File: src/logic/hangmanPkg.sv
// Shared definitions for the five-letter hangman core.
// Characters are raw bytes. There is no case folding and no range check,
// so any byte value counts as a letter.
// Display rows are 16 characters with the leftmost character in the top byte.
package hangmanPkg;

    // ########################################################################
    // game and display constants
    // ########################################################################
    localparam int wordLen     = 5;    // letters per secret word.
    localparam int maxMistakes = 6;    // this many misses ends the game.
    localparam int lcdCols     = 16;   // characters per display row.
    localparam int wordCol     = 5;    // first column of the word on either row.
    localparam int missCol     = 5;    // newest miss sits here, older ones to the right.
    localparam int msgCol      = 6;    // first column of "Win" or "Lose".

    typedef logic [7:0] char_t;
    typedef char_t [0:lcdCols-1] lcdRow_t;  // element 0 is the leftmost column.

    localparam char_t charSpace = 8'h20;
    localparam char_t charBlank = 8'h5F;    // underscore.

    localparam char_t [0:2] winText  = "Win";
    localparam char_t [0:3] loseText = "Lose";

    // ########################################################################
    // state and bus types
    // ########################################################################
    typedef enum logic [1:0] {
        IDLE,
        PLAYING,
        WON,
        LOST
    } gameState_e;

    typedef struct packed {
        logic                  load;
        char_t [0:wordLen-1]   word;    // position 0 in the top byte.
    } wordLoad_t;

    typedef struct packed {
        logic  valid;
        char_t letter;
    } guessBeat_t;

    typedef struct packed {
        gameState_e           state;
        logic [wordLen-1:0]   revealed;     // bit i is word position i.
        logic [2:0]           numMistake;
    } roundStatus_t;

    typedef struct packed {
        logic  valid;
        char_t letter;
    } missBeat_t;

endpackage

File: src/logic/guessIntake.sv
// Registers the host strobes into beats that go out to every slot.
// A guess is only passed on while a game runs, or while a word load is
// already in flight and is about to start one. A load and a guess in the
// same cycle keep the load and lose the guess.
`timescale 1ns/10ps

module guessIntake import hangmanPkg::*; (
    input  logic                clk,
    input  logic                nRst,
    input  logic                loadWord,
    input  char_t [0:wordLen-1] word,
    input  logic                guessStrobe,
    input  char_t               guess,
    input  roundStatus_t        status,
    output wordLoad_t           wordBus,
    output guessBeat_t          guessBus
);
    logic                loadQ;
    logic                validQ;
    char_t [0:wordLen-1] wordQ;
    char_t               letterQ;
    logic                accept;

    // the judge only reaches PLAYING one cycle after loadQ, so a pending load counts too.
    assign accept = guessStrobe && !loadWord && (status.state == PLAYING || loadQ);

    always_ff @(posedge clk, negedge nRst) begin
        if (!nRst) begin
            loadQ  <= 1'b0;
            validQ <= 1'b0;
        end else begin
            loadQ  <= loadWord;
            validQ <= accept;
        end
    end

    always_ff @(posedge clk) begin
        wordQ   <= word;
        letterQ <= guess;
    end

    assign wordBus  = '{load: loadQ, word: wordQ};
    assign guessBus = '{valid: validQ, letter: letterQ};

    // a guess taken behind a pending load is only judged if that load starts a game.
    assert property (@(posedge clk) disable iff (!nRst)
        wordBus.load |=> (status.state == PLAYING))
    else $error("guessIntake: load in flight did not start a game");

endmodule

File: src/logic/letterSlot.sv
// One position of the secret word.
// The character comes in on its own port. The top level picks the byte,
// and the slot latches it whenever the word bus carries a load.
// A repeat guess of a revealed letter does not hit, so the judge counts it as a miss.
`timescale 1ns/10ps

module letterSlot import hangmanPkg::*; (
    input  logic       clk,
    input  logic       nRst,
    input  wordLoad_t  wordBus,
    input  guessBeat_t guessBus,
    input  char_t      secret,
    output logic       hit,
    output logic       revealed
);
    char_t storedChar;

    always_ff @(posedge clk) begin
        if (wordBus.load) begin
            storedChar <= secret;
        end
    end

    // hit is combinational so the judge sees it in the same cycle as the guess.
    assign hit = guessBus.valid && (guessBus.letter == storedChar) && !revealed;

    always_ff @(posedge clk, negedge nRst) begin
        if (!nRst) begin
            revealed <= 1'b0;
        end else if (wordBus.load) begin
            revealed <= 1'b0;   // new word, everything hidden again.
        end else if (hit) begin
            revealed <= 1'b1;
        end
    end

    // a load in the same beat would clear the slot and lose the reveal of this hit.
    assert property (@(posedge clk) disable iff (!nRst)
        hit |-> !wordBus.load)
    else $error("letterSlot: hit in the same beat as a load");

endmodule

File: src/logic/roundJudge.sv
// Game state machine and mistake counter.
// A guess that hits no slot is a miss and is reported on the miss beat.
// Win is decided from the revealed mask together with this cycle's hits.
// Guesses that slip in after the game has ended are ignored here.
`timescale 1ns/10ps

module roundJudge import hangmanPkg::*; (
    input  logic               clk,
    input  logic               nRst,
    input  wordLoad_t          wordBus,
    input  guessBeat_t         guessBus,
    input  logic [wordLen-1:0] hit,
    input  logic [wordLen-1:0] revealed,
    output roundStatus_t       status,
    output missBeat_t          miss
);
    gameState_e state;
    gameState_e nextState;
    logic [2:0] numMistake;
    logic [2:0] nextMistake;
    logic       missValid;
    logic       nextMissValid;
    char_t      missLetter;
    logic       anyHit;
    logic       allRevealed;

    assign anyHit      = |hit;
    assign allRevealed = &(revealed | hit);    // the hits land in revealed at the next edge.

    // ########################################################################
    // next state
    // ########################################################################
    always_comb begin
        nextState     = state;
        nextMistake   = numMistake;
        nextMissValid = 1'b0;
        if (wordBus.load) begin
            nextState   = PLAYING;   // a load restarts from any state.
            nextMistake = '0;
        end else if (state == PLAYING && guessBus.valid) begin
            if (anyHit) begin
                if (allRevealed) begin
                    nextState = WON;
                end
            end else begin
                nextMistake   = numMistake + 3'd1;
                nextMissValid = 1'b1;
                if (nextMistake == maxMistakes) begin
                    nextState = LOST;
                end
            end
        end
    end

    always_ff @(posedge clk, negedge nRst) begin
        if (!nRst) begin
            state      <= IDLE;
            numMistake <= '0;
            missValid  <= 1'b0;
        end else begin
            state      <= nextState;
            numMistake <= nextMistake;
            missValid  <= nextMissValid;
        end
    end

    always_ff @(posedge clk) begin
        missLetter <= guessBus.letter;    // only looked at while missValid is set.
    end

    assign status = '{state: state, revealed: revealed, numMistake: numMistake};
    assign miss   = '{valid: missValid, letter: missLetter};

    assert property (@(posedge clk) disable iff (!nRst)
        numMistake <= maxMistakes)
    else $error("roundJudge: numMistake %0d above limit", numMistake);

    // a loss is only ever reached through the sixth miss.
    assert property (@(posedge clk) disable iff (!nRst)
        (state == LOST) |-> (numMistake == maxMistakes))
    else $error("roundJudge: LOST with %0d mistakes", numMistake);

endmodule

File: src/logic/hostDisplay.sv
// Builds the two 16-column ASCII rows from the game status.
// The secret word is kept here as a separate copy taken on load.
// The miss history holds the six newest misses, newest first, and reads
// as underscores until it fills. Rows are registered and padded with spaces.
`timescale 1ns/10ps

module hostDisplay import hangmanPkg::*; (
    input  logic         clk,
    input  logic         nRst,
    input  wordLoad_t    wordBus,
    input  roundStatus_t status,
    input  missBeat_t    miss,
    output lcdRow_t      topRow,
    output lcdRow_t      bottomRow
);
    char_t [0:wordLen-1]     wordReg;
    char_t [0:maxMistakes-1] hist;
    char_t [0:maxMistakes-1] histShift;
    char_t [0:maxMistakes-1] histNext;
    lcdRow_t                 nextTop;
    lcdRow_t                 nextBottom;

    always_ff @(posedge clk) begin
        if (wordBus.load) begin
            wordReg <= wordBus.word;
        end
    end

    // the rows are built from histShift so a miss shows up in the same edge as the status.
    always_comb begin
        if (miss.valid) begin
            histShift = {miss.letter, hist[0:maxMistakes-2]};  // oldest entry drops off.
        end else begin
            histShift = hist;
        end
    end

    // a load clears the stored history. The row built in that edge still belongs to the
    // guess before the load.
    assign histNext = wordBus.load ? {maxMistakes{charBlank}} : histShift;

    // ########################################################################
    // row composition
    // ########################################################################
    always_comb begin
        nextTop    = {lcdCols{charSpace}};
        nextBottom = {lcdCols{charSpace}};
        case (status.state)
            PLAYING: begin
                for (int i = 0; i < wordLen; i++) begin
                    nextTop[wordCol+i] = status.revealed[i] ? wordReg[i] : charBlank;
                end
                for (int i = 0; i < maxMistakes; i++) begin
                    nextBottom[missCol+i] = histShift[i];
                end
            end
            WON: begin
                for (int i = 0; i < 3; i++) begin
                    nextTop[msgCol+i] = winText[i];
                end
                for (int i = 0; i < wordLen; i++) begin
                    nextBottom[wordCol+i] = wordReg[i];
                end
            end
            LOST: begin
                for (int i = 0; i < 4; i++) begin
                    nextTop[msgCol+i] = loseText[i];
                end
                for (int i = 0; i < wordLen; i++) begin
                    nextBottom[wordCol+i] = wordReg[i];    // reveal the word.
                end
            end
            default: begin
                nextTop    = {lcdCols{charSpace}};  // idle, nothing to show.
                nextBottom = {lcdCols{charSpace}};
            end
        endcase
    end

    always_ff @(posedge clk, negedge nRst) begin
        if (!nRst) begin
            topRow    <= '0;
            bottomRow <= '0;
            hist      <= {maxMistakes{charBlank}};
        end else begin
            topRow    <= nextTop;
            bottomRow <= nextBottom;
            hist      <= histNext;
        end
    end

endmodule

File: src/logic/hangmanTop.sv
// Hangman core, from host strobes to the two display rows.
// Latency from a host strobe to the rows is three cycles, and guesses may
// follow each other every cycle. There is no back-pressure.
// Guesses arriving while no game runs are dropped.
`timescale 1ns/10ps

module hangmanTop import hangmanPkg::*; (
    input  logic                clk,
    input  logic                nRst,
    input  logic                loadWord,
    input  char_t [0:wordLen-1] word,
    input  logic                guessStrobe,
    input  char_t               guess,
    output lcdRow_t             topRow,
    output lcdRow_t             bottomRow
);
    wordLoad_t          wordBus;
    guessBeat_t         guessBus;
    roundStatus_t       status;
    missBeat_t          miss;
    logic [wordLen-1:0] hit;
    logic [wordLen-1:0] revealed;

    guessIntake intake (
        .clk         (clk),
        .nRst        (nRst),
        .loadWord    (loadWord),
        .word        (word),
        .guessStrobe (guessStrobe),
        .guess       (guess),
        .status      (status),
        .wordBus     (wordBus),
        .guessBus    (guessBus)
    );

    // one slot per position, each fed its own byte of the word.
    for (genvar i = 0; i < wordLen; i++) begin : gSlot
        letterSlot slot (
            .clk      (clk),
            .nRst     (nRst),
            .wordBus  (wordBus),
            .guessBus (guessBus),
            .secret   (wordBus.word[i]),
            .hit      (hit[i]),
            .revealed (revealed[i])
        );
    end

    roundJudge judge (
        .clk      (clk),
        .nRst     (nRst),
        .wordBus  (wordBus),
        .guessBus (guessBus),
        .hit      (hit),
        .revealed (revealed),
        .status   (status),
        .miss     (miss)
    );

    hostDisplay display (
        .clk       (clk),
        .nRst      (nRst),
        .wordBus   (wordBus),
        .status    (status),
        .miss      (miss),
        .topRow    (topRow),
        .bottomRow (bottomRow)
    );

endmodule

File: config.mk
export PLATFORM = sky130hd
export DESIGN_NAME = hangmanTop
export DESIGN_NICKNAME = d
export VERILOG_FILES = /design/src/logic/hangmanPkg.sv /design/src/logic/guessIntake.sv /design/src/logic/letterSlot.sv /design/src/logic/roundJudge.sv /design/src/logic/hostDisplay.sv /design/src/logic/hangmanTop.sv
export SDC_FILE = /design/constraint.sdc
export NUM_CORES = 1
export LEC_CHECK = 0
export BUFFER_PORTS_ARGS = -buffer_cell sky130_fd_sc_hd__buf_2
export CORE_MARGIN = 2
export CORE_UTILIZATION = 31
export CTS_CLUSTER_SIZE = 40
export DETAILED_ROUTE_END_ITERATION = 8
export PLACE_DENSITY_LB_ADDON = 0.05
export SLEW_MARGIN = 20
export SYNTH_ARGS = -nofsm -noshare
export SYNTH_HDL_FRONTEND = slang
export SYNTH_SLANG_ARGS = --single-unit
File: constraint.sdc
create_clock -name clk -period 2.7 [get_ports clk]
set_clock_uncertainty 0.1 [all_clocks]
set_input_delay 0.405 -clock clk [delete_from_list [all_inputs] [get_ports clk]]
set_output_delay 0.405 -clock clk [all_outputs]
set_load 0.005 [all_outputs]
Word level (Yosys, flattened, before mapping)

Index checks and enable logic that the tools add are counted.
W data, S select, Z words.

Bits in registers: 246
Word-level logic and storage cells: 118

Bitwise logic cells: 1
Reduce and logical (&&, ||, !) cells: 32
Equal/unequal tests: 11
Mux-type cells: 33
Add/subtract/negate cells: 1

Operators with widths:

| kind                  | number |
|---|---|
| $mux W48              | 2 |
| $pmux W40 S2          | 1 |
| $pmux W24 S3          | 1 |
| $mux W8               | 7 |
| $eq A8 B8 Y1          | 5 |
| $pmux W8 S2           | 1 |
| $logic_and A1 B1 Y1   | 13 |
| $mux W1               | 13 |
| $reduce_bool A2 Y1    | 6 |
| $mux W2               | 5 |
| $mux W3               | 3 |
| $logic_not A1 Y1      | 6 |
| $or A5 B5 Y5          | 1 |
| $reduce_and A5 Y1     | 1 |
| $reduce_or A5 Y1      | 1 |
| $eq A2 B2 Y1 const B  | 2 |
| $add A3 B1 Y3 const B | 1 |
| $eq A3 B3 Y1 const B  | 1 |
| $ne A3 B3 Y1 const B  | 1 |
| $reduce_and A3 Y1     | 1 |
| $reduce_bool A3 Y1    | 1 |
| $eq A2 B1 Y1 const B  | 1 |
| $ne A2 B2 Y1 const B  | 1 |
| $reduce_and A2 Y1     | 1 |
| other kinds (2)       | 2 |

Logic depth before layout (Yosys ltp)

Gate-level depths: netlist of the first run.

Depth after elaboration: 9
Depth in mapped cells: 7
Depth with buffers taken out: 6

By module

A second synthesis of the first run with hierarchy kept.

Cells, all modules: 848
Area, all modules: 11,202.0 um^2

By module, submodules not included:

| module      | instances | sequential area each (um^2) | area an instance (um^2) | cells an instance |
|---|---|---|---|---|
| hostDisplay | 1         | 4,674.5                     | 7,706.1                 | 631 |
| letterSlot  | 5         | 265.3                       | 379.1                   | 23 |
| guessIntake | 1         | 1,011.0                     | 1,046.0                 | 55 |
| roundJudge  | 1         | 310.3                       | 554.3                   | 47 |

Least setup slack after synthesis of the first run

Ideal clock, no wire load.

Path kind: reg-to-reg
From: reg intake.loadQ
To: reg judge.state[1]
Period minus slack after synthesis: 2.260 ns
Path buffers: 0
Setup slack: 0.440 ns
Arrival time: 2.041 ns
Stages on the path, launching flop included: 7
Cells stage by stage: dfrtp_1 -> inv_1 -> nand2_1 -> o41ai_1 -> nor3b_1 -> o2111ai_1 -> a21bo_1

Longest elaborated chain between the ends: 2
Elaborated cells between the ends (all ways): 5
Those cells by class: eq/ne: 1; mux: 1; reduce/logical: 3

Ends and longest elaborated chain:

| what                                                        | RTL line          | RTL |
|---|---|---|
| start: declaration                                          | guessIntake.sv:18 | `logic loadQ;` |
| start signal: assignment                                    | guessIntake.sv:32 | `loadQ <= loadWord;` |
| $ne A3 B3 Y1 (no source line), or another cell as far along | -                 |  |
| $reduce_and A3 Y1 (no source line)                          | -                 |  |
| end signal: assignment                                      | roundJudge.sv:61  | `state <= nextState;` |
| end: declaration                                            | roundJudge.sv:17  | `gameState_e state;` |

Several ways; a longest one is shown, not always the timed one.
A chain may end at the register's enable or synchronous reset.

Final worst setup path of the first run

From: reg intake.letterQ[1]
To: reg judge.state[1]

Longest elaborated chain between the ends: 7
Elaborated cells between the ends (all ways): 24
Those cells by class: eq/ne: 6; mux: 3; bitwise: 1; reduce/logical: 14

Ends and longest elaborated chain:

| what                                                          | RTL line                           | RTL |
|---|---|---|
| start: declaration                                            | guessIntake.sv:21                  | `char_t letterQ;` |
| start signal: assignment                                      | guessIntake.sv:39                  | `letterQ <= guess;` |
| $eq A8 B8 Y1                                                  | letterSlot.sv:25                   | `assign hit = guessBus.valid && (guessBus.letter == storedChar) && !revealed;` |
| $logic_and A1 B1 Y1 (2 in a row)                              | letterSlot.sv:25                   |  |
| $or A5 B5 Y5 or $reduce_or A5 Y1 (tied branches)              | roundJudge.sv:28, roundJudge.sv:27 |  |
| $reduce_and A5 Y1 or $mux W2 (tied branches)                  | roundJudge.sv:28, roundJudge.sv:41 |  |
| $ne A3 B3 Y1 (no source line) or $mux W2 (tied branches)      | -                                  |  |
| $reduce_and A3 Y1 (no source line) or $mux W2 (tied branches) | -                                  |  |

Several ways; a longest one is shown, not always the timed one. The select of a mux whose other input is x is not followed.

==> out/summary.log, run 1 <==
qor: routing.route.vias.total 5818
qor: clock_tree.cts_htree_levels 1
qor: critical_path.crit_path_category flip-flop to flip-flop
qor: clock_tree.path_clk_slew 0.06 ns
qor: power.power_leakage 4.91 nW
qor: timing.layout_worst_path_cycle_share 0.820
qor: logic_synthesis.post_synth_inst_count 795
qor: die.die_w 181 µm
qor: min_path.min_path_type input pin to flip-flop
qor: critical_path.critPathTopFamily compound AO/OA/AOI/OAI gates
qor: timing.setup_repair_after_global_routing_missed_its_margin false
qor: cells_and_area.final_antenna_diode_count 0
qor: logic_synthesis.yosys.cell_count.top_type buf_4
qor: cells_and_area.area_growth 19.7%
qor: power.ir_worst_vdd 0.444 mV
qor: critical_path.reg2reg_from intake.letterQ[1]$_DFF_P_
qor: routing.routed_wire_length_per_instance 17.6 µm
qor: logic_synthesis.synth_async_sr_flop_share 0.610
qor: clock_tree.tritoncts.num_buffers 28
qor: min_path.worst_hold_startpoint guessStrobe
qor: power.share_of_total_power_in_sequential_cells 0.495
qor: critical_path.cp_data_required_time 3.08 ns
qor: routing.via_per_inst 4.14
qor: die.core_footprint 30700 µm²
qor: critical_path.cp_data_arrival_time 2.59 ns
qor: global_routing.antenna_violations_before_repair 0
qor: clock_tree.clkSinkCount 246
qor: routing.postRouteAntennaNets 0
qor: timing.count_of_endpoints_failing_setup_in_the_final_report 0
qor: cells_and_area.num-fill-cells 3084
qor: die.initial_core_util 0.317
qor: critical_path.critPathLaunch intake.letterQ[1]$_DFF_P_
qor: critical_path.worstPathCellList xnor2_1 > nand4_1 > o41ai_1 > nor3b_1 > o2111ai_1 > a21bo_1
qor: critical_path.slowest_delay 0.56 ns
qor: routing.drt_first_pass_iters 4
qor: logic_synthesis.synth_area_leader_cell dfrtp_1
qor: die.core.rowCount 64
qor: critical_path.worstPathMaxFanout 7
qor: logic_synthesis.synth.distinct_cells 52
qor: critical_path.crit_path_start_kind flip-flop
qor: place.hpwlAfterDp 17.1 mm
qor: logic_synthesis.postSynth.topFlopCell dfrtp_1
qor: critical_path.end_kind flip-flop
qor: critical_path.worst-path-buf-inv 0
qor: cells_and_area.finish.net_count 1043
qor: timing.finalWorstPathRequiredPeriod 2.21 ns
qor: power.combinational_power_share 0.052
qor: logic_synthesis.post_synth_most_frequent_cells buf_4 (169), dfrtp_1 (114), nand2_1 (91), dfxtp_1 (56), mux2i_1 (48)
qor: clock_tree.cts.repair_timing.setup_buffer_count 0
qor: logic_synthesis.seq_area_frac_synth 0.628
qor: power.power_per_cell_area 692 nW/µm²
qor: place.portBuffers 160
qor: global_routing.grt_overflow_total 0
qor: logic_synthesis.synth-edff-count 40
qor: die.die_height 181 µm
qor: timing.max_slew_margin 0.431
qor: logic_synthesis.synthesis.yosys.warnings 0
qor: global_routing.via_count_of_the_first_global_routing_pass 5803
qor: timing.slew_violations 0
qor: logic_synthesis.syn_area 9740 µm²
qor: cells_and_area.layout-drive-gt1-share 0.256
qor: place.post_detailed_placement_cell_area 10300 µm²
qor: global_routing.grt_max_degree 64
qor: power.p_sw_frac 0.227
qor: timing.max_freq 452 MHz
qor: clock_tree.clockBufferDepth 3
qor: timing.finalHoldViolCount 0
qor: clock_tree.root_buffer clkbuf_16
qor: clock_tree.clock_insertion_delay_worst_skew 0.54 ns
qor: routing.finalWirelength 24.8 mm
qor: clock_tree.tritoncts_clock_tree done
qor: logic_synthesis.post-synth-top-area-fraction 0.293
qor: power.power.switching 1.83 mW
qor: job.max_cap_violations 0
qor: place.place.gp.congestion 0.770
qor: die.ioPinCount 308
qor: global_routing.grt_pass1_wl 37.0 mm
qor: timing.totalNegativeSetupSlack 0 ns
qor: critical_path.timing.critical_path.slowest_stage_cell dfxtp_1
qor: routing.drt_first_iter_violations 332
qor: run_status.outcome finished, final reports clean
qor: cells_and_area.finish.instance_area 11700 µm²
qor: die.fp.dieArea 32900 µm²
qor: power.portion_of_total_power_attributed_to_the_clock_network 0.453
qor: logic_synthesis.synth_seq_cells 246
qor: timing.tightest_slew 0.853 ns
qor: global_routing.globalRouteTotalUtil 0.148
qor: power.report.power.total 8.07 mW
qor: logic_synthesis.synth.top_cells.by_area dfrtp_1 (29%), buf_4 (13%), edfxtp_1 (12%)
qor: routing.route.detailed.drc 0
qor: logic_synthesis.synthesized_area_per_cell 12.3 µm²
qor: power.internal-power 6.24 mW
## power groups by stage
stage               clock [mW]  sequential (mW)  combinational (mW)
finish                    3.66             4.00               0.418
global route              3.97             4.01               0.465
CTS                       3.80             4.00               0.422
detailed placement           0             4.07               0.364
global placement             0             4.07               0.368
floorplan                    0             4.02               0.382
## layout by cell type (no fill, tap or decap), drive strengths merged, types with 8 or more instances in the layout
| cell | count |
|---|---|
| buf | 171 |
| conb | 148 |
| dfrtp | 114 |
| nand2 | 91 |
| dfxtp | 56 |
| dlygate4sd3 | 50 |
| mux2i | 48 |
| edfxtp | 40 |
| clkbuf | 39 |
| o21ai | 37 |
| dfstp | 36 |
| nor2 | 27 |
| xnor2 | 20 |
| inv | 19 |
| xor2 | 18 |
| a21oi | 12 |
| o22ai | 11 |
| clkinv | 9 |
| o21a | 8 |
## repair_timing
action                    CTS  global route
hold endpoints to repair   62             0
hold buffers               50             0
gates resized for setup     0             0
## through the flow
step / util / worst slack, ns / cells / hold WS, ns
after floorplan: - / 0.440 / 941 / 0.00941
after detailed placement: 0.334 / 0.449 / 1305 / 0.264
after global routing: 0.379 / 0.343 / 1407 / 0.00967
final: 0.379 / 0.486 / 1407 / 0.0309
after global placement: 0.334 / 0.494 / 1305 / 0.272
after CTS: 0.379 / 0.448 / 1407 / 0.00454
## path summary, 6_finish.rpt
check | end | slack, ns | cells after the start
max in group asynchronous | display.hist[16]$_DFF_PN1_ | 1.51 | 3
min in group asynchronous | display.bottomRow[44]$_DFF_PN0_ | 0.27 | 2
min | intake.validQ$_DFF_PN0_ | 0.03 | 2
max | judge.state[1]$_DFFE_PN0P_ | 0.49 | 6
max reg2reg | judge.state[1]$_DFFE_PN0P_ | 0.49 | 6
min reg2reg | display.wordReg[17]$_DFFE_PP_ | 0.30 | 0
## kinds of logic after synthesis
group / Yosys count / synth area share
AOI/OAI and AO/OA: 87 / 0.0587
and+or+nand+nor: 148 / 0.0676
DFF: 246 / 0.628
adders and majority gates: 2 / 0.00257
buffers and inverters: 222 / 0.155
xor gates and xnor gates: 38 / 0.0349
muxes: 50 / 0.0516
other: 2 / 0.000771
## registers in the layout, indices dropped and copies added, names as in the netlist
name / count
display.bottomRow: 48
display.hist: 48
display.topRow: 41
display.wordReg: 40
intake.wordBus: 40
intake.letterQ: 8
judge.missLetter: 8
gSlot.slot.revealed: 5
judge.numMistake: 3
judge.state: 2
intake.loadQ: 1
intake.validQ: 1
judge.missValid: 1
## layer usage
metal,GRT usage,vias up,share of wire
met5,0,-,0
met2,0.226,241,0.45
met3,0.0244,33,0.060
met1,0.218,2839,0.48
met4,0.0367,0,0.017
li1,-,2705,-
## cell type report
| type | count | area [µm²] | area share |
|---|---|---|---|
| Clock buffer | 39 | 773 | 0.0663 |
| Multi-Input combinational cell | 473 | 2650 | 0.228 |
| Inverter | 19 | 71.3 | 0.00612 |
| Timing Repair Buffer | 221 | 1430 | 0.122 |
| Tap cell | 396 | 495 | 0.0425 |
| Clock inverter | 13 | 118 | 0.0101 |
| Sequential cell | 246 | 6120 | 0.525 |
No activity file was read; power rests on OpenSTA's default activity.
==> run 2: changes to the inputs <==
==> constraint.sdc (replaced) <==
create_clock -name clk -period 2.2 [get_ports clk]
set_clock_uncertainty 0.1 [all_clocks]
set_input_delay 0.33 -clock clk [delete_from_list [all_inputs] [get_ports clk]]
set_output_delay 0.33 -clock clk [all_outputs]
set_load 0.005 [all_outputs]
==> out/summary.log, run 2 (same netlist as run 1, synthesis figures left out) <==
qor: routing.routed_wire_length_per_instance 17.5 µm [-0.28%]
qor: job.max_cap_violations 0 [unchanged]
qor: power.ir_worst_vdd 0.590 mV [+33%]
qor: global_routing.globalRouteTotalUtil 0.148 [about the same]
qor: global_routing.use_met2 0.222 [-0.00398]
qor: critical_path.worst-path-buf-inv 0 [unchanged]
qor: place.post_detailed_placement_cell_area 10500 µm² [+1.9%]
qor: power.report.power.total 10.4 mW [+29%]
qor: place.hpwlAfterDp 17.5 mm [+2.4%]
qor: global_routing.grt_max_degree 64 [unchanged]
qor: timing.count_of_endpoints_failing_setup_in_the_final_report 0 [unchanged]
qor: timing.setup_repair_after_global_routing_missed_its_margin true
qor: place.place_worst_setup_slack 0.00394 ns [-0.445 ns]
qor: cells_and_area.layout.cells.most_common buf_2
qor: routing.route.detailed.drc 0 [unchanged]
qor: routing.finalWirelength 25.2 mm [+1.8%]
qor: cells_and_area.finish.cell_count_without_fillers 1436 [+2.1%]
qor: timing.finalHoldViolCount 0 [unchanged]
qor: clock_tree.clkSinkCount 246 [unchanged]
qor: timing.fin_ws 0.0249 ns [-0.461 ns]
qor: cells_and_area.area_growth 23.6%
qor: global_routing.grt.busiest_layer met2
qor: cells_and_area.finish.instance_area 12000 µm² [+3.2%]
qor: cells_and_area.largestRegisters display.bottomRow: 48 flops, display.hist: 48 flops, display.topRow: 41 flops
qor: cells_and_area.final_antenna_diode_count 0 [unchanged]
qor: routing.drt_first_pass_iters 4 [unchanged]
qor: place.portBuffers 160 [unchanged]
qor: critical_path.critPathTopFamily simple AND/OR/NAND/NOR gates
qor: clock_tree.cts_htree_levels 1 [unchanged]
qor: global_routing.via_count_of_the_first_global_routing_pass 5739 [-1.1%]
qor: timing.whs 0.181 ns [+0.150 ns]
qor: die.core_footprint 30700 µm² [unchanged]
qor: power.p_sw_frac 0.220 [-0.00657]
qor: power.combinational_power_share 0.057 [+0.005]
qor: die.die_height 181 µm [unchanged]
qor: global_routing.grt_pass1_wl 36.8 mm [-0.54%]
qor: min_path.min_path_type input pin to async pin
qor: timing.slew_violations 0 [unchanged]
qor: routing.drt_first_iter_violations 244 [-27%]
qor: global_routing.grt_overflow_total 0 [unchanged]
qor: routing.route.vias.total 5834 [+0.28%]
qor: clock_tree.clockBufferDepth 3 [unchanged]
qor: power.portion_of_total_power_attributed_to_the_clock_network 0.475 [+0.022]
qor: routing.via_per_inst 4.06 [-1.8%]
qor: die.core.rowCount 64 [unchanged]
qor: clock_tree.clock_insertion_delay_worst_skew 0.54 ns [about the same]
qor: critical_path.end_kind flip-flop
qor: cells_and_area.num-fill-cells 3035 [-1.6%]
qor: die.die_w 181 µm [unchanged]
qor: power.internal-power 8.13 mW [+30%]
qor: die.initial_core_util 0.317 [unchanged]
qor: clock_tree.tritoncts.num_buffers 28 [unchanged]
qor: critical_path.cp_data_required_time 2.53 ns [-0.55 ns]
qor: global_routing.grtUsageMet3 0.0260 [+0.00161]
qor: die.ioPinCount 308 [unchanged]
qor: timing.tightest_slew 0.529 ns [-0.324 ns]
qor: cells_and_area.finish.net_count 1072 [+2.8%]
qor: critical_path.reg2reg_setup_slack 0.02 ns [-0.46 ns]
qor: power.power_per_cell_area 866 nW/µm² [+25%]
qor: critical_path.worstPathMaxFanout 4 [-3]
qor: critical_path.worstPathCellList xnor2_1 > nand4_1 > or4_4 > o31ai_4 > nor3_4 > mux2_4
qor: critical_path.slowest_delay 0.57 ns [about the same]
qor: critical_path.timing.critical_path.slowest_stage_cell or4_4
qor: global_routing.met1_usage 0.222 [+0.00320]
qor: global_routing.antenna_violations_before_repair 1 [+1]
qor: die.fp.dieArea 32900 µm² [unchanged]
qor: clock_tree.root_buffer clkbuf_16
qor: run_status.outcome finished, final reports clean
qor: cells_and_area.layout-drive-gt1-share 0.290 [+0.0342]
qor: clock_tree.tritoncts_clock_tree done
qor: clock_tree.path_clk_slew 0.06 ns [about the same]
qor: timing.layout_worst_path_cycle_share 0.989 [+0.169]
qor: critical_path.crit_path_start_kind flip-flop
qor: routing.postRouteAntennaNets 0 [unchanged]
qor: critical_path.cp_data_arrival_time 2.50 ns [-0.09 ns]
qor: timing.max_slew_margin 0.647 [+0.216]
qor: power.share_of_total_power_in_sequential_cells 0.469 [-0.026]
qor: place.dpl_cells 1328 [+1.8%]
qor: timing.max_freq 460 MHz [+1.8%]
qor: place.place.gp.congestion 0.744 [-3.5%]
qor: timing.finalWorstPathRequiredPeriod 2.18 ns [-0.0387 ns]
qor: critical_path.crit_path_category flip-flop to flip-flop
qor: power.power.switching 2.29 mW [+25%]
qor: power.power_leakage 5.13 nW [+4.5%]
qor: cells_and_area.layout_common_cells buf_2 (159), conb_1 (148), dfrtp_1 (112)
==> run 2: changes by cell type in the layout (fill, tap and decap cells not counted), sizes merged <==
cell and delta:
clkbuf +2, clkinv -5, dlygate4sd3 +1, clkinvlp -2, buf +28, inv +2
bufinv +3
==> run 2: final cells by class <==
class	instances	area, µm²	share of cell area
repair buffers	250	1680	0.139
clock buffers	41	801	0.0665
well taps	396	495	0.0412
clock inverters	11	185	0.0154
multi-input cells	473	2680	0.222
flip-flops and latches	246	6130	0.509
inverters	19	71.3	0.00592
==> run 2: metal layers <==
layer / wire length [µm] / share of wire
met3: 1400 / 0.056
met1: 12400 / 0.49
met5: 0 / 0
met4: 498 / 0.020
met2: 10900 / 0.43
==> run 2: path summary, 6_finish.rpt <==
path / startpoint / to / cells past startpoint
setup / recovery: display.wordReg[1]$_DFFE_PP_ / judge.numMistake[0]$_DFFE_PN0P_ / 6
hold / removal: nRst / display.bottomRow[44]$_DFF_PN0_ / 2
hold reg to reg: intake.letterQ[2]$_DFF_P_ / judge.missLetter[2]$_DFF_P_ / 0
min in group clk: intake.letterQ[2]$_DFF_P_ / judge.missLetter[2]$_DFF_P_ / 0
max in group asynchronous: nRst / display.hist[2]$_DFF_PN1_ / 3
setup reg to reg: display.wordReg[1]$_DFFE_PP_ / judge.numMistake[0]$_DFFE_PN0P_ / 6
==> run 2: worst reg2reg max path, stage by stage (launching register included) <==
cell      delay, ns
edfxtp_1       0.48
xnor2_1        0.22
nand4_1        0.18
or4_4          0.57
o31ai_4        0.11
nor3_4         0.10
mux2_4         0.30
==> run 2: power groups by stage <==
| stage | Clock, mW | Combinational, mW | Sequential (mW) |
|---|---|---|---|
| global route | 5.28 | 0.653 | 4.90 |
| detailed placement | 0 | 0.514 | 4.98 |
| global placement | 0 | 0.519 | 4.98 |
| floorplan | 0 | 0.468 | 4.93 |
| finish | 4.95 | 0.589 | 4.89 |
| CTS | 5.11 | 0.586 | 4.89 |
==> run 2: timing repair <==
item                       in CTS  in global routing
gates cloned                    0                  0
pin swaps                       1                  7
hold endpoints to repair       86                  0
setup buffers                   0                  5
gates resized for setup         0                 12
setup endpoints to repair       2                  5
hold buffers                   51                  0
==> run 2: per-stage QoR <==
| stage | util | setup TNS [ns] |
|---|---|---|
| finish | 0.392 | 0 |
| global route | 0.392 | -0.0921 |
| CTS | 0.389 | 0 |
| detailed placement | 0.340 | 0 |
| global placement | 0.340 | -0.0131 |
| floorplan | - | 0 |
==> run 3: changes to the inputs <==
--- a/config.mk
+++ b/config.mk
@@ -5,6 +5,7 @@
 export SDC_FILE = /design/constraint.sdc
 export NUM_CORES = 1
 export LEC_CHECK = 0
+export ABC_CLOCK_PERIOD_IN_PS = 2640
 export BUFFER_PORTS_ARGS = -buffer_cell sky130_fd_sc_hd__buf_2
 export CORE_MARGIN = 2
 export CORE_UTILIZATION = 31
==> constraint.sdc (replaced) <==
create_clock -name clk -period 2.64 [get_ports clk]
set_clock_uncertainty 0.1 [all_clocks]
set_input_delay 0.396 -clock clk [delete_from_list [all_inputs] [get_ports clk]]
set_output_delay 0.396 -clock clk [all_outputs]
set_load 0.005 [all_outputs]
==> out/summary.log, run 3 (same netlist as run 1, synthesis figures left out) <==
qor: run_status.outcome finished, final reports clean
qor: cells_and_area.num-fill-cells 3061 [+0.86%]
qor: timing.setup_repair_after_global_routing_missed_its_margin false
qor: routing.met2WireLength 10.9 mm [-0.52%]
qor: place.portBuffers 160 [unchanged]
qor: power.power_per_cell_area 716 nW/µm² [-17%]
qor: critical_path.worst-r2r-cell-count 6 [unchanged]
qor: clock_tree.tritoncts_clock_tree done
qor: timing.max_freq 433 MHz [-5.9%]
qor: place.dpl_cells 1310 [-1.4%]
qor: job.max_cap_violations 0 [unchanged]
qor: routing.postRouteAntennaNets 0 [unchanged]
qor: cells_and_area.layout_common_cells buf_2 (159), conb_1 (148), dfrtp_1 (112)
qor: routing.route.vias.total 5856 [+0.38%]
qor: place.place.gp.congestion 0.787 [+5.8%]
qor: place.hpwlAfterDp 17.3 mm [-0.73%]
qor: cells_and_area.finish.net_count 1048 [-2.2%]
qor: routing.finalWirelength 24.7 mm [-1.8%]
qor: routing.drt_first_iter_violations 216 [-11%]
qor: die.core_footprint 30700 µm² [unchanged]
qor: clock_tree.clockBufferDepth 3 [unchanged]
qor: cells_and_area.finish.instance_area 11800 µm² [-2.3%]
qor: critical_path.reg2reg_from intake.letterQ[0]$_DFF_P_
qor: routing.dr_wl_met3 1.46 mm [+3.8%]
qor: power.ir_worst_vdd 0.413 mV [-30%]
qor: die.die_w 181 µm [unchanged]
qor: die.ioPinCount 308 [unchanged]
qor: critical_path.worstPathMaxFanout 6 [+2]
qor: critical_path.crit-reg2reg-capture judge.numMistake[1]$_DFFE_PN0P_
qor: timing.finalHoldViolCount 0 [unchanged]
qor: die.core.rowCount 64 [unchanged]
qor: critical_path.cp_data_required_time 2.96 ns [+0.43 ns]
qor: critical_path.end_kind flip-flop
qor: clock_tree.root_buffer clkbuf_16
qor: cells_and_area.area_growth 20.8%
qor: cells_and_area.layout-drive-gt1-share 0.267 [-0.0237]
qor: global_routing.grt_max_degree 59 [-7.8%]
qor: cells_and_area.final_antenna_diode_count 0 [unchanged]
qor: global_routing.antenna_violations_before_repair 0 [-1]
qor: cells_and_area.largestRegisters display.bottomRow: 48 flops, display.hist: 48 flops, display.topRow: 41 flops
qor: timing.tightest_slew 0.783 ns [+0.254 ns]
qor: critical_path.crit_path_start_kind flip-flop
qor: timing.slew_violations 0 [unchanged]
qor: timing.layout_worst_path_cycle_share 0.875 [-0.114]
qor: min_path.min_path_type input pin to flip-flop
qor: timing.totalNegativeSetupSlack 0 ns [unchanged]
qor: clock_tree.clock_insertion_delay_worst_skew 0.54 ns [about the same]
qor: die.initial_core_util 0.317 [unchanged]
qor: place.post_detailed_placement_cell_area 10300 µm² [-1.4%]
qor: routing.routed_wire_length_per_instance 17.5 µm [about the same]
qor: die.fp.dieArea 32900 µm² [unchanged]
qor: cells_and_area.finish.cell_count_without_fillers 1412 [-1.7%]
qor: routing.via_per_inst 4.15 [+2.1%]
qor: clock_tree.cts_htree_levels 1 [unchanged]
qor: global_routing.via_count_of_the_first_global_routing_pass 5879 [+2.4%]
qor: clock_tree.path_clk_slew 0.06 ns [about the same]
qor: power.power_leakage 4.98 nW [-3.0%]
qor: critical_path.crit_path_category flip-flop to flip-flop
qor: routing.highest-signal-layer met4
qor: cells_and_area.layout.cells.most_common buf_2
qor: routing.met1Wirelength 12.0 mm [-3.2%]
qor: global_routing.grt_pass1_wl 36.6 mm [-0.39%]
qor: routing.drt_first_pass_iters 4 [unchanged]
qor: cells_and_area.postLayoutCoreUtil 0.382 [-0.00903]
qor: routing.route.detailed.drc 0 [unchanged]
qor: critical_path.critPathLaunch intake.letterQ[0]$_DFF_P_
qor: clock_tree.clkSinkCount 246 [unchanged]
qor: timing.finalWorstPathRequiredPeriod 2.31 ns [+0.135 ns]
qor: min_path.worst_hold_startpoint guessStrobe
qor: critical_path.reg2reg_setup_slack 0.33 ns [+0.30 ns]
qor: critical_path.cp_data_arrival_time 2.63 ns [+0.13 ns]
qor: timing.count_of_endpoints_failing_setup_in_the_final_report 0 [unchanged]
qor: clock_tree.tritoncts.num_buffers 28 [unchanged]
qor: die.die_height 181 µm [unchanged]
qor: critical_path.critPathCapture judge.numMistake[1]$_DFFE_PN0P_
qor: global_routing.grt_overflow_total 0 [unchanged]
qor: timing.max_slew_margin 0.478 [-0.169]
qor: global_routing.globalRouteTotalUtil 0.147 [-0.000738]
[run 3: worst min path at each step]
stage	end	slack (ns)	cells after the start
detailed placement	display.wordReg[13]$_DFFE_PP_	0.29	0
finish	intake.validQ$_DFF_PN0_	0.03	2
global placement	display.wordReg[24]$_DFFE_PP_	0.29	0
floorplan	display.bottomRow[40]$_DFF_PN0_	0.0004	0
CTS	intake.validQ$_DFF_PN0_	0.007	2
global route	intake.validQ$_DFF_PN0_	0.01	2
[run 3: power breakdown]
group	internal [mW]	leakage (nW)	total [mW]	switching, mW
logic	0.179	2.04	0.419	0.240
registers	3.98	2.48	4.10	0.121
clock network	2.35	0.465	3.90	1.55
[run 3: layer usage]
layer  track usage  vias to the layer above
li1              -                     2712
met1         0.217                     2868
met2         0.221                      243
met3        0.0266                       33
met4        0.0410                        0
met5             0                        -
[run 3: per-stage QoR]
| step | power [mW] | setup WS (ns) | hold slack, ns |
|---|---|---|---|
| after detailed placement | 4.54 | 0.344 | 0.290 |
| after floorplan | 4.50 | 0.380 | 0.000409 |
| after global routing | 8.76 | 0.180 | 0.0148 |
| after CTS | 8.55 | 0.325 | 0.00662 |
| final | 8.42 | 0.329 | 0.0293 |
| after global placement | 4.54 | 0.339 | 0.288 |
[run 3: layout make-up]
cell class,count,area [µm²],share of cell area
flip-flops and latches,246,6120,0.521
multi-input cells,473,2650,0.226
repair buffers,226,1480,0.126
clock buffers,39,815,0.0693
well taps,396,495,0.0421
clock inverters,13,125,0.0106
inverters,19,71.3,0.00606
[run 3: repair_timing]
item / in CTS / in global routing
buffers inserted: 0 / 0
endpoints found under the hold margin: 77 / 0
resized for setup: 0 / 0
hold buffers: 50 / 0
[run 3: worst max-delay path: stages, from the launching register on]
cell	delay [ns]
dfxtp_1	0.57
inv_1	0.11
a222oi_1	0.43
nand3_1	0.23
o31ai_4	0.37
nor3_4	0.07
mux2_1	0.31
